==> config.mk <==
export PLATFORM = sky130hd
export DESIGN_NAME = zx_pager_top
export DESIGN_NICKNAME = d
export VERILOG_FILES = /design/src/logic/zx_pkg.sv /design/src/logic/z80_bus_decode.sv /design/src/logic/port_regs.sv /design/src/logic/atm_pager.sv /design/src/logic/dos_ctrl.sv /design/src/logic/addr_map.sv /design/src/logic/zx_pager_top.sv
export VERILOG_INCLUDE_DIRS = /design/src /design/src/logic
export SDC_FILE = /design/constraint.sdc
export NUM_CORES = 1
export LEC_CHECK = 0
export BUFFER_PORTS_ARGS = -buffer_cell sky130_fd_sc_hd__buf_2
export CAP_MARGIN = 20
export CORE_ASPECT_RATIO = 1.5
export CORE_MARGIN = 3
export CORE_UTILIZATION = 50
export DETAILED_ROUTE_END_ITERATION = 10
export GPL_TIMING_DRIVEN = 0
export HOLD_SLACK_MARGIN = 0.03
export MAX_ROUTING_LAYER = met4
export PLACE_DENSITY_LB_ADDON = 0.05
export SETUP_SLACK_MARGIN = 0.05
export SLEW_MARGIN = 10
export SYNTH_ARGS = -nofsm -noshare
export SYNTH_HDL_FRONTEND = slang
export SYNTH_SLANG_ARGS = --single-unit
==> constraint.sdc <==
create_clock -name fclk -period 7.9 [get_ports fclk]
set_clock_uncertainty 0.2 [all_clocks]
set_input_delay 2.37 -clock fclk [delete_from_list [all_inputs] [get_ports fclk]]
set_output_delay 2.37 -clock fclk [all_outputs]
set_load 0.005 [all_outputs]
==> src/logic/pager_defs.svh <==
`ifndef PAGER_DEFS_SVH
`define PAGER_DEFS_SVH

//////////////////////////////////////////////////////////////////////
// port decode

// 7FFD partial decode on A15 and A1 only
`define PORT_7FFD_MASK   16'h8002
`define PORT_7FFD_MATCH  16'h0000

`define PORT_77          8'h77
`define PORT_F7          8'hF7
`define F7_HIGH_NIBBLE   4'hF

// high byte of the DOS entry trap
`define DOS_TRAP_HI      8'h3D

//////////////////////////////////////////////////////////////////////
// mapping

`define PENT_WIN1_PAGE   5
`define PENT_WIN2_PAGE   2
`define WIN_COUNT        4
`define PAGE_W           8
`define OFFS_W           14

`endif

==> src/logic/zx_pkg.sv <==
`include "pager_defs.svh"

package zx_pkg;

	// one I/O write seen on the bus
	typedef struct packed
	{
		logic [15:0] addr;
		logic [7:0]  data;
	} z80_io_wr_t;

	// one memory cycle with m1 set for opcode fetch
	typedef struct packed
	{
		logic [15:0] addr;
		logic        m1;
	} z80_mem_cyc_t;

	// 7FFD state plus pager enable from port 77
	typedef struct packed
	{
		logic [2:0] ram_page;
		logic       rom_sel;
		logic       lock;
		logic       pager_en;
	} pent_cfg_t;

	typedef struct packed
	{
		logic       is_ram;
		logic [6:0] ram_page;
	} atm_ram_view_t;

	typedef struct packed
	{
		logic       is_ram;
		logic       follow_dos;
		logic [3:0] unused;
		logic [1:0] rom_page;
	} atm_rom_view_t;

	// ATM page byte where bit 7 picks the view
	typedef union packed
	{
		atm_ram_view_t ram_view;
		atm_rom_view_t rom_view;
	} atm_page_u;

	typedef struct packed
	{
		logic               is_rom;
		logic [`PAGE_W-1:0] page;
		logic [`OFFS_W-1:0] offset;
	} mem_map_t;

endpackage

==> src/logic/z80_bus_decode.sv <==
`timescale 1ns/1ps

module z80_bus_decode
	import zx_pkg::*;
(
	input  logic         fclk,
	input  logic         rst_n,
	input  logic [15:0]  a,
	input  logic [7:0]   d,
	input  logic         iorq_n,
	input  logic         mreq_n,
	input  logic         wr_n,
	input  logic         m1_n,
	input  logic         rfsh_n,
	output z80_io_wr_t   io_wr,
	output logic         io_stb,
	output z80_mem_cyc_t mem,
	output logic         mem_stb
);

	logic io_lvl;
	logic mem_lvl;
	logic io_q;
	logic mem_q;

	// m1_n high keeps interrupt acknowledge out
	assign io_lvl  = ~iorq_n & ~wr_n & m1_n;
	// refresh cycles are not memory accesses
	assign mem_lvl = ~mreq_n & rfsh_n;

	always_ff @(posedge fclk)
	begin
		if (!rst_n)
		begin
			io_q    <= 1'b0;
			mem_q   <= 1'b0;
			io_stb  <= 1'b0;
			mem_stb <= 1'b0;
		end
		else
		begin
			io_q    <= io_lvl;
			mem_q   <= mem_lvl;
			io_stb  <= io_lvl & ~io_q;
			mem_stb <= mem_lvl & ~mem_q;
		end
	end

	// bus snapshot taken at the onset
	always_ff @(posedge fclk)
	begin
		if (io_lvl && !io_q)
		begin
			io_wr.addr <= a;
			io_wr.data <= d;
		end
		if (mem_lvl && !mem_q)
		begin
			mem.addr <= a;
			mem.m1   <= ~m1_n;
		end
	end

endmodule

==> src/logic/port_regs.sv <==
`timescale 1ns/1ps

`include "pager_defs.svh"

module port_regs
	import zx_pkg::*;
(
	input  logic       fclk,
	input  logic       rst_n,
	input  z80_io_wr_t io_wr,
	input  logic       io_stb,
	output pent_cfg_t  pent
);

	logic hit_7ffd;
	logic hit_77;

	//////////////////////////////////////////////////////////////////////
	// address decode

	// partial decode mirrored over the whole A15=0 A1=0 space
	assign hit_7ffd = ((io_wr.addr & `PORT_7FFD_MASK) == `PORT_7FFD_MATCH);

	assign hit_77 = (io_wr.addr[7:0] == `PORT_77);

	//////////////////////////////////////////////////////////////////////
	// registers

	always_ff @(posedge fclk)
	begin
		if (!rst_n)
		begin
			pent <= '0;
		end
		else if (io_stb)
		begin
			// once locked, 7FFD is frozen until reset
			if (hit_7ffd && !pent.lock)
			begin
				pent.ram_page <= io_wr.data[2:0];
				pent.rom_sel  <= io_wr.data[4];
				pent.lock     <= io_wr.data[5];
			end
			if (hit_77)
			begin
				pent.pager_en <= io_wr.data[0];
			end
		end
	end

endmodule

==> src/logic/atm_pager.sv <==
`timescale 1ns/1ps

`include "pager_defs.svh"

module atm_pager
	import zx_pkg::*;
#(
	parameter int WIN = 0
)
(
	input  logic       fclk,
	input  logic       rst_n,
	input  z80_io_wr_t io_wr,
	input  logic       io_stb,
	output atm_page_u  page
);

	logic hit;

	// xFF7 with the window picked by A15..A14
	assign hit = (io_wr.addr[7:0] == `PORT_F7) &&
	             (io_wr.addr[11:8] == `F7_HIGH_NIBBLE) &&
	             (io_wr.addr[15:14] == 2'(WIN));

	always_ff @(posedge fclk)
	begin
		if (!rst_n)
		begin
			page <= '0;
		end
		else if (io_stb && hit)
		begin
			page <= io_wr.data;
		end
	end

endmodule

==> src/logic/dos_ctrl.sv <==
`timescale 1ns/1ps

`include "pager_defs.svh"

module dos_ctrl
	import zx_pkg::*;
(
	input  logic         fclk,
	input  logic         rst_n,
	input  z80_mem_cyc_t mem,
	input  logic         mem_stb,
	input  logic         fetch_rom,
	input  logic         fetch_basic,
	output logic         dos
);

	logic trap_hit;

	assign trap_hit = (mem.addr[15:8] == `DOS_TRAP_HI);

	// only opcode fetches move the flag
	always_ff @(posedge fclk)
	begin
		if (!rst_n)
		begin
			dos <= 1'b0;
		end
		else if (mem_stb && mem.m1)
		begin
			if (!fetch_rom)
				dos <= 1'b0;
			else if (trap_hit && fetch_basic)
				dos <= 1'b1;
		end
	end

endmodule

==> src/logic/addr_map.sv <==
`timescale 1ns/1ps

`include "pager_defs.svh"

module addr_map
	import zx_pkg::*;
(
	input  logic         fclk,
	input  logic         rst_n,
	input  z80_mem_cyc_t mem,
	input  logic         mem_stb,
	input  pent_cfg_t    pent,
	input  atm_page_u    win_page [`WIN_COUNT],
	input  logic         dos,
	output mem_map_t     map,
	output logic         map_stb,
	output logic         fetch_rom,
	output logic         fetch_basic
);

	logic [1:0] win;
	atm_page_u  cur;
	mem_map_t   nxt;

	assign win = mem.addr[15:14];
	assign cur = win_page[win];

	//////////////////////////////////////////////////////////////////////
	// mapping of the cycle in progress

	always_comb
	begin
		nxt        = '0;
		nxt.offset = mem.addr[`OFFS_W-1:0];
		if (!pent.pager_en)
		begin
			case (win)
				2'd0:
				begin
					nxt.is_rom    = 1'b1;
					nxt.page[1:0] = {dos, pent.rom_sel};
				end
				2'd1: nxt.page = `PAGE_W'(`PENT_WIN1_PAGE);
				2'd2: nxt.page = `PAGE_W'(`PENT_WIN2_PAGE);
				default: nxt.page[2:0] = pent.ram_page;
			endcase
		end
		else if (cur.ram_view.is_ram)
		begin
			nxt.page[6:0] = cur.ram_view.ram_page;
		end
		else
		begin
			nxt.is_rom    = 1'b1;
			nxt.page[1:0] = cur.rom_view.rom_page;
			// dos picks between the paired ROMs
			if (cur.rom_view.follow_dos)
				nxt.page[0] = dos;
		end
	end

	assign fetch_rom   = nxt.is_rom;
	assign fetch_basic = nxt.page[0];

	//////////////////////////////////////////////////////////////////////
	// output register

	always_ff @(posedge fclk)
	begin
		if (!rst_n)
		begin
			map     <= '0;
			map_stb <= 1'b0;
		end
		else
		begin
			map_stb <= mem_stb;
			if (mem_stb)
				map <= nxt;
		end
	end

endmodule

==> src/logic/zx_pager_top.sv <==
`timescale 1ns/1ps

`include "pager_defs.svh"

module zx_pager_top
	import zx_pkg::*;
(
	input  logic        fclk,
	input  logic        rst_n,
	input  logic [15:0] a,
	input  logic [7:0]  d,
	input  logic        iorq_n,
	input  logic        mreq_n,
	input  logic        rd_n,
	input  logic        wr_n,
	input  logic        m1_n,
	input  logic        rfsh_n,
	output mem_map_t    map,
	output logic        map_stb,
	output logic        dos_n
);

	z80_io_wr_t   io_wr;
	logic         io_stb;
	z80_mem_cyc_t mem;
	logic         mem_stb;
	pent_cfg_t    pent;
	atm_page_u    win_page [`WIN_COUNT];
	logic         fetch_rom;
	logic         fetch_basic;
	logic         dos;

	assign dos_n = ~dos;

	z80_bus_decode bus_dec (
		.fclk(fclk), .rst_n(rst_n), .a(a), .d(d),
		.iorq_n(iorq_n), .mreq_n(mreq_n), .wr_n(wr_n), .m1_n(m1_n), .rfsh_n(rfsh_n),
		.io_wr(io_wr), .io_stb(io_stb), .mem(mem), .mem_stb(mem_stb)
	);

	port_regs ports (
		.fclk(fclk), .rst_n(rst_n), .io_wr(io_wr), .io_stb(io_stb), .pent(pent)
	);

	// one pager per 16k window
	for (genvar i = 0; i < `WIN_COUNT; i++)
	begin : g_pager
		atm_pager #(.WIN(i)) pager (
			.fclk(fclk), .rst_n(rst_n), .io_wr(io_wr), .io_stb(io_stb), .page(win_page[i])
		);
	end

	addr_map mapper (
		.fclk(fclk), .rst_n(rst_n), .mem(mem), .mem_stb(mem_stb), .pent(pent),
		.win_page(win_page), .dos(dos), .map(map), .map_stb(map_stb),
		.fetch_rom(fetch_rom), .fetch_basic(fetch_basic)
	);

	dos_ctrl dosc (
		.fclk(fclk), .rst_n(rst_n), .mem(mem), .mem_stb(mem_stb),
		.fetch_rom(fetch_rom), .fetch_basic(fetch_basic), .dos(dos)
	);

endmodule

==> key figures, run 1 <==
Setup path
  • Reg2Reg Depth: 4
  • Crit path launch type: input pin
  • Worst EP required: 7760 ps
  • R2R Path Start: bus_dec.io_wr[11]$_DFFE_PP_
  • Crit end category: flip-flop
  • Reg2reg end: g_pager[3].pager.page[6]$_SDFFE_PN0P_
  • CP Max Fanout: 8
  • Critical setup path kind: input pin to flip-flop
  • Critical Path AT: 3800 ps
  • Worst R2R Setup Slack: 5640 ps

STA
  • Post-layout min period: 3940 ps
  • Headroom to the max-slew limit: 0.487
  • Final worst slack: around 4000 ps
  • Worst Tran Pin Value: 764 ps
  • Worst hold slack: 258 ps
  • Max-slew violations: 0
  • Setup violators final: 0
  • Fmax: 254 MHz
  • Unrepaired setup endpoints after global routing: false
  • Hold Vio Cnt, Final: 0
  • Final worst-path cycle share: 0.499
  • Post-route setup TNS: 0 ps

Clock network
  • Clk sinks: 105
  • CTS Buf Count: 9
  • Postcts setup bufs: 0
  • Reg clk slew, reported paths: 70 ps
  • Clock Latency Late Sink: about 340 ps
  • CTS Hold Bufs: 0
  • H-tree depth: 3
  • Resize count post-CTS: 0
  • CTS tree: yes
  • CTS Root Cell: clkbuf_16
  • Clk buf depth: 2

Synthesis
  • Synth area leaders: dfxtp_1 (33%), edfxtp_1 (30%), mux2i_1 (13%)
  • Mapped Area: 3950 um^2
  • Synth Instances: 312
  • Seq/Total Area, Yosys: 0.631
  • Cell accounting for the most synthesized area: dfxtp_1
  • Netlist cell types: 35
  • Flops & latches, synth: about 110
  • Post-Syn Nets: ~340
  • Syn. warnings: 0
  • Top cell type's share of synthesized area: 0.334
  • Syn avg cell area: roughly 13 um^2

Die
  • Die height: between 100 and 150 um
  • IO Pins: between 50 and 60
  • DIE AREA: 9030 um^2
  • Core area: 7660 um^2
  • Die W: 78.6 um
  • Initial Util: 0.516
  • FP Rows: 39

Hold path
  • Worst hold path startpoint: g_pager[2].pager.page[4]$_SDFFE_PN0P_
  • Hold-critical path depth: 2
  • Worst hold path type: flip-flop to flip-flop
  • Worst hold endpoint: g_pager[2].pager.page[4]$_SDFFE_PN0P_

Run status
  • Outcome: complete, no violations

Route
  • Residual DRC: 0
  • DR pass1 iterations: 4
  • Wirelength per Cell: 16.9 um
  • Initial drt markers: 198
  • Via total after detailed routing: 2525
  • Routed wire length: 8.22 mm
  • Post-route ant nets: 0
  • Vias per cell: around 5.2

Placement
  • Gpl congestion: 0.830
  • DPL Wire Length: between 5 and 6 mm
  • Place WS: approximately 3600 ps
  • PortBufs: 54

Global route
  • Pin count of the biggest net entering global routing: 17
  • Total gr overflow: 0
  • Initial antenna violation count: 0
  • Vias in the first global route: 2446
  • Overall Global Routing Usage: 0.199
  • First-pass GRT wire length: 12.7 mm

Power
  • Lkg Pwr: 1.82 nW
  • Max VDD drop: roughly 0.00019 V
  • Final Total Pwr: 1.08 mW
  • PwrDens: 229 nW/um^2

Cells and area
  • Layout net count: 413
  • Fill cells: 643
  • Number of diodes: 0
  • Area grow syn2layout: 18.8%
  • Share of cells above drive strength 1: 0.233
  • Util after Layout: 0.613

Job
  • Max-cap violations: 0
==> worst max path at each step <==
stage | cells past startpoint | to | start
6_report | 5 | bus_dec.io_wr[6]$_DFFE_PP_ | wr_n
5_1_grt | 5 | bus_dec.io_wr[6]$_DFFE_PP_ | wr_n
4_1_cts | 5 | bus_dec.io_wr[3]$_DFFE_PP_ | wr_n
3_5_place_dp | 5 | bus_dec.io_wr[3]$_DFFE_PP_ | wr_n
3_3_place_gp | 2 | bus_dec.io_wr[3]$_DFFE_PP_ | wr_n
2_1_floorplan | 1 | bus_dec.io_wr[0]$_DFFE_PP_ | iorq_n
==> worst max-delay path, stage by stage <==
cell and delay, ps:
buf_2 110, nor4_2 680, buf_4 290, buf_4 180, buf_4 170
==> per-layer routing <==
layer,track usage,share of wire
met3,0.0329,0.027
met2,0.333,0.53
met5,-,0
met1,0.234,0.42
met4,0.0910,0.023
==> Yosys cell counts <==
master,n
o21bai_1,1
nor3b_1,3
or4_4,1
clkbuf_2,1
o21ai_0,4
nand2_1,44
a31oi_1,2
buf_4,1
nand2b_1,6
or3_1,2
and2_1,5
o211a_1,1
clkbuf_8,3
mux4_2,8
clkinv_1,1
nand3b_1,1
nor3_1,1
nor3_4,2
clkbuf_1,9
nor2_1,24
nand4_1,3
buf_6,1
conb_1,1
mux2i_1,51
nor4_1,5
a21oi_1,7
dfxtp_1,66
edfxtp_1,39
o211ai_1,3
a211oi_1,2
nand4b_1,2
buf_2,1
o2111ai_1,1
nand3_1,5
inv_1,5
==> report_power, final <==
group | internal, mW | switching [mW] | total (mW)
sequential | 0.573 | 0.00547 | 0.579
clock | 0.266 | 0.186 | 0.452
combinational | 0.0196 | 0.0268 | 0.0464
total | 0.858 | 0.219 | 1.08
==> placed cells by master, fill, tap and decap left out <==
cell type / synthesis / final
nor2_1: 24 / 24
clkinvlp_4: 0 / 1
mux4_2: 8 / 8
nand2_1: 44 / 44
nand3_1: 5 / 5
clkbuf_1: 9 / 13
o211ai_1: 3 / 3
o211a_1: 1 / 1
buf_6: 1 / 1
o2111ai_1: 1 / 1
dfxtp_1: 66 / 66
clkbuf_8: 3 / 3
a21oi_1: 7 / 7
nor4_1: 5 / 4
o21bai_1: 1 / 1
nand3b_1: 1 / 1
or3_1: 2 / 2
or4_4: 1 / 1
clkbuf_16: 0 / 10
nand4b_1: 2 / 2
nor3b_1: 3 / 2
nor3_4: 2 / 2
mux2i_1: 51 / 51
nor3b_2: 0 / 1
bufinv_16: 0 / 1
buf_4: 1 / 5
conb_1: 1 / 1
clkbuf_2: 1 / 1
a31oi_1: 2 / 2
o21ai_0: 4 / 4
nand2b_1: 6 / 6
buf_2: 1 / 55
inv_1: 5 / 5
nor3_1: 1 / 1
a211oi_1: 2 / 2
edfxtp_1: 39 / 39
nor4_2: 0 / 1
clkinv_1: 1 / 1
and2_1: 5 / 5
nand4_1: 3 / 3
==> cells by family after synthesis <==
family | count (synthesis) | share of synthesized area
DFF | 105 | 0.631
and+or+nand+nor | 104 | 0.129
muxes | 59 | 0.175
buffers and inverters | 22 | 0.0320
AOI/OAI and AO/OA | 21 | 0.0332
other | 1 | 0.000949
==> sequential cells by signal, indices dropped and copies added, names as in the netlist <==
| name | cells |
|---|---|
| dosc.dos | 1 |
| mapper.map_stb | 1 |
| bus_dec.io_q | 1 |
| bus_dec.mem | 17 |
| mapper.map | 22 |
| ports.pent | 6 |
| bus_dec.mem_q | 1 |
| g_pager.pager.page | 32 |
| bus_dec.mem_stb | 1 |
| bus_dec.io_stb | 1 |
| bus_dec.io_wr | 22 |
==> metrics by stage <==
stage	instance area (um^2)	instances
2_1_floorplan	3950	312
3_3_place_gp	4350	468
3_5_place_dp	4390	472
4_1_cts	4690	488
5_1_grt	4690	488
6_report	4690	488
==> layout make-up <==
type                    instances  area, um^2  area share
inverters                       6        22.5     0.00480
plain buffers                  16         104      0.0221
clock inverters                 2        37.5     0.00800
multi-input cells             185        1350       0.287
flip-flops and latches        105        2490       0.531
well taps                     102         128      0.0272
repair buffers                 58         300      0.0640
clock buffers                  14         265      0.0565
Power figures use the tool's default switching activity.
==> run 2: changes to the inputs <==
==> constraint.sdc (replaced) <==
create_clock -name fclk -period 3.8 [get_ports fclk]
set_clock_uncertainty 0.2 [all_clocks]
set_input_delay 1.14 -clock fclk [delete_from_list [all_inputs] [get_ports fclk]]
set_output_delay 1.14 -clock fclk [all_outputs]
set_load 0.005 [all_outputs]
==> run 2 against run 1 <==
Register-to-register slack lost 4100 ps; die area unchanged; utilization is 0.33 points higher; critical path depth decreased by 2; worst setup slack got worse by 2500 ps; sequential cell count stayed put; cell count decreased by 0.20%; hold slack about the same; sequential share of layout area decreased by 0.28 points; design area rose by 0.53%; largest power group unchanged; highest routed layer unchanged.
==> key figures, run 2 (synthesized netlist as in run 1, its figures left out) <==
Route
  • DR pass1 iterations: 4 (unchanged)
  • Wirelength per Cell: 16.5 um (was 16.9 um)
  • Residual DRC: 0 (unchanged)
  • Vias per cell: 5.15 (was 5.17)
  • Max layer used: met4 (unchanged)
  • Routed wire length: 8.02 mm (was 8.22 mm)
  • Wl on met1: 3.30 mm (was 3.46 mm)
  • Post-route ant nets: 0 (unchanged)
  • Met3 wire length: 250 um (was 226 um)
  • Met2 WL: 4.29 mm (was 4.35 mm)
  • Via total after detailed routing: 2506 (was 2525)
  • Initial drt markers: 169 (was 198)

Die
  • Die W: 78.6 um (unchanged)
  • Initial Util: 0.516 (unchanged)
  • IO Pins: 57 (unchanged)
  • Die height: 115 um (unchanged)
  • DIE AREA: 9030 um^2 (unchanged)
  • Core area: 7660 um^2 (unchanged)
  • FP Rows: 39 (unchanged)

Placement
  • Area post-placement: 4400 um^2 (was 4390 um^2)
  • DPL Wire Length: 5.80 mm (was 5.89 mm)
  • Gpl congestion: 0.814 (was 0.830)
  • PortBufs: 54 (unchanged)
  • Place WS: 1080 ps (was 3590 ps)

Cells and area
  • Share of cells above drive strength 1: 0.239 (was 0.233)
  • Largest register FFs: 32 (unchanged)
  • Top reg by flops: g_pager.pager.page (unchanged)
  • Fill cells: 635 (was 643)
  • Area grow syn2layout: 19.4% (was 18.8%)
  • Layout net count: 412 (was 413)
  • Commonest non-fill, non-tap cell in the layout: dfxtp_1 (unchanged)
  • Number of diodes: 0 (unchanged)
  • Finished Cell Area: 4720 um^2 (was 4690 um^2)
  • Most frequent cells in the layout: dfxtp_1 (66), buf_2 (55), mux2i_1 (51), nand2_1 (44), edfxtp_1 (39) (unchanged)
  • Regs by FF count: g_pager.pager.page: 32 flops, bus_dec.io_wr: 22 flops, mapper.map: 22 flops (unchanged)

Clock network
  • Postcts setup bufs: 0 (unchanged)
  • Resize count post-CTS: 0 (unchanged)
  • CTS tree: yes (unchanged)
  • Reg clk slew, reported paths: 70 ps (about the same)
  • H-tree depth: 3 (unchanged)
  • Clk buf depth: 2 (unchanged)
  • CTS Root Cell: clkbuf_16 (unchanged)
  • Clock Latency Late Sink: 340 ps (about the same)
  • Clk sinks: 105 (unchanged)
  • CTS Hold Bufs: 0 (unchanged)
  • CTS Buf Count: 9 (unchanged)

Setup path
  • Crit path launch type: input pin (unchanged)
  • CP Max Fanout: 10 (was 8)
  • Crit end category: flip-flop (unchanged)
  • Worst EP required: 3640 ps (was 7760 ps)
  • Critical setup path kind: input pin to flip-flop (unchanged)
  • Critical Path AT: 2160 ps (was 3800 ps)

STA
  • Max-slew violations: 0 (unchanged)
  • Headroom to the max-slew limit: 0.493 (was 0.487)
  • Post-route setup TNS: 0 ps (unchanged)
  • Setup violators final: 0 (unchanged)
  • Fmax: 431 MHz
  • Final worst-path cycle share: 0.610
  • Hold Vio Cnt, Final: 0 (unchanged)
  • Unrepaired setup endpoints after global routing: false (unchanged)
  • Post-layout min period: 2320 ps
  • Worst Tran Pin Value: 755 ps (was 764 ps)
  • Worst hold slack: 257 ps (was 258 ps)
  • Final worst slack: 1480 ps (was 3960 ps)

Global route
  • First-pass GRT wire length: 12.4 mm (was 12.7 mm)
  • Pin count of the biggest net entering global routing: 18 (was 17)
  • Initial antenna violation count: 0 (unchanged)
  • Total gr overflow: 0 (unchanged)
  • Vias in the first global route: 2416 (was 2446)
  • Overall Global Routing Usage: 0.194 (was 0.199)

Hold path
  • Worst hold path type: flip-flop to flip-flop (unchanged)

Run status
  • Outcome: complete, no violations (unchanged)

Job
  • Max-cap violations: 0 (unchanged)

Power
  • PwrDens: 482 nW/um^2 (was 229 nW/um^2)
  • Max VDD drop: 0.000345 V (was 0.000190 V)
  • Lkg Pwr: 1.83 nW (was 1.82 nW)
  • Final Total Pwr: 2.28 mW (was 1.08 mW)
==> run 2: metrics by stage <==
stage               instances  utilization
global route              487        0.616
floorplan                 312            -
finish                    487        0.616
detailed placement        471        0.574
CTS                       487        0.616
global placement          468        0.569
==> run 2: routing by layer <==
layer / track usage / vias up
met2: 0.331 / 51
met4: 0.0887 / 0
met3: 0.0329 / 11
met5: - / -
met1: 0.223 / 1192
li1: - / 1252
==> run 2: worst paths after layout <==
check / start / end / slack (ps) / depth (start not counted)
max: mreq_n / bus_dec.mem[15]$_DFFE_PP_ / 1480 / 3
min: g_pager[1].pager.page[3]$_SDFFE_PN0P_ / g_pager[1].pager.page[3]$_SDFFE_PN0P_ / 260 / 2
max reg2reg: bus_dec.io_wr[11]$_DFFE_PP_ / g_pager[0].pager.page[5]$_SDFFE_PN0P_ / 1540 / 4
min reg2reg: g_pager[1].pager.page[3]$_SDFFE_PN0P_ / g_pager[1].pager.page[3]$_SDFFE_PN0P_ / 260 / 2
==> run 2: final cells by class <==
class,count,area (um^2),area share
flip-flops and latches,105,2490,0.528
multi-input cells,185,1350,0.287
repair buffers,57,300,0.0636
clock buffers,10,229,0.0485
well taps,102,128,0.0270
plain buffers,16,104,0.0220
clock inverters,6,90.1,0.0191
inverters,6,22.5,0.00477
==> run 2: where the power goes <==
part	leakage (nW)	internal (mW)	switching [mW]	total, mW
logic	0.785	0.0411	0.0559	0.0969
clock network	0.153	0.580	0.397	0.976
registers	0.894	1.19	0.0119	1.20
==> run 2: critical path: stages <==
cell and delay, ps:
buf_2 110, nor3b_2 590, buf_4 320
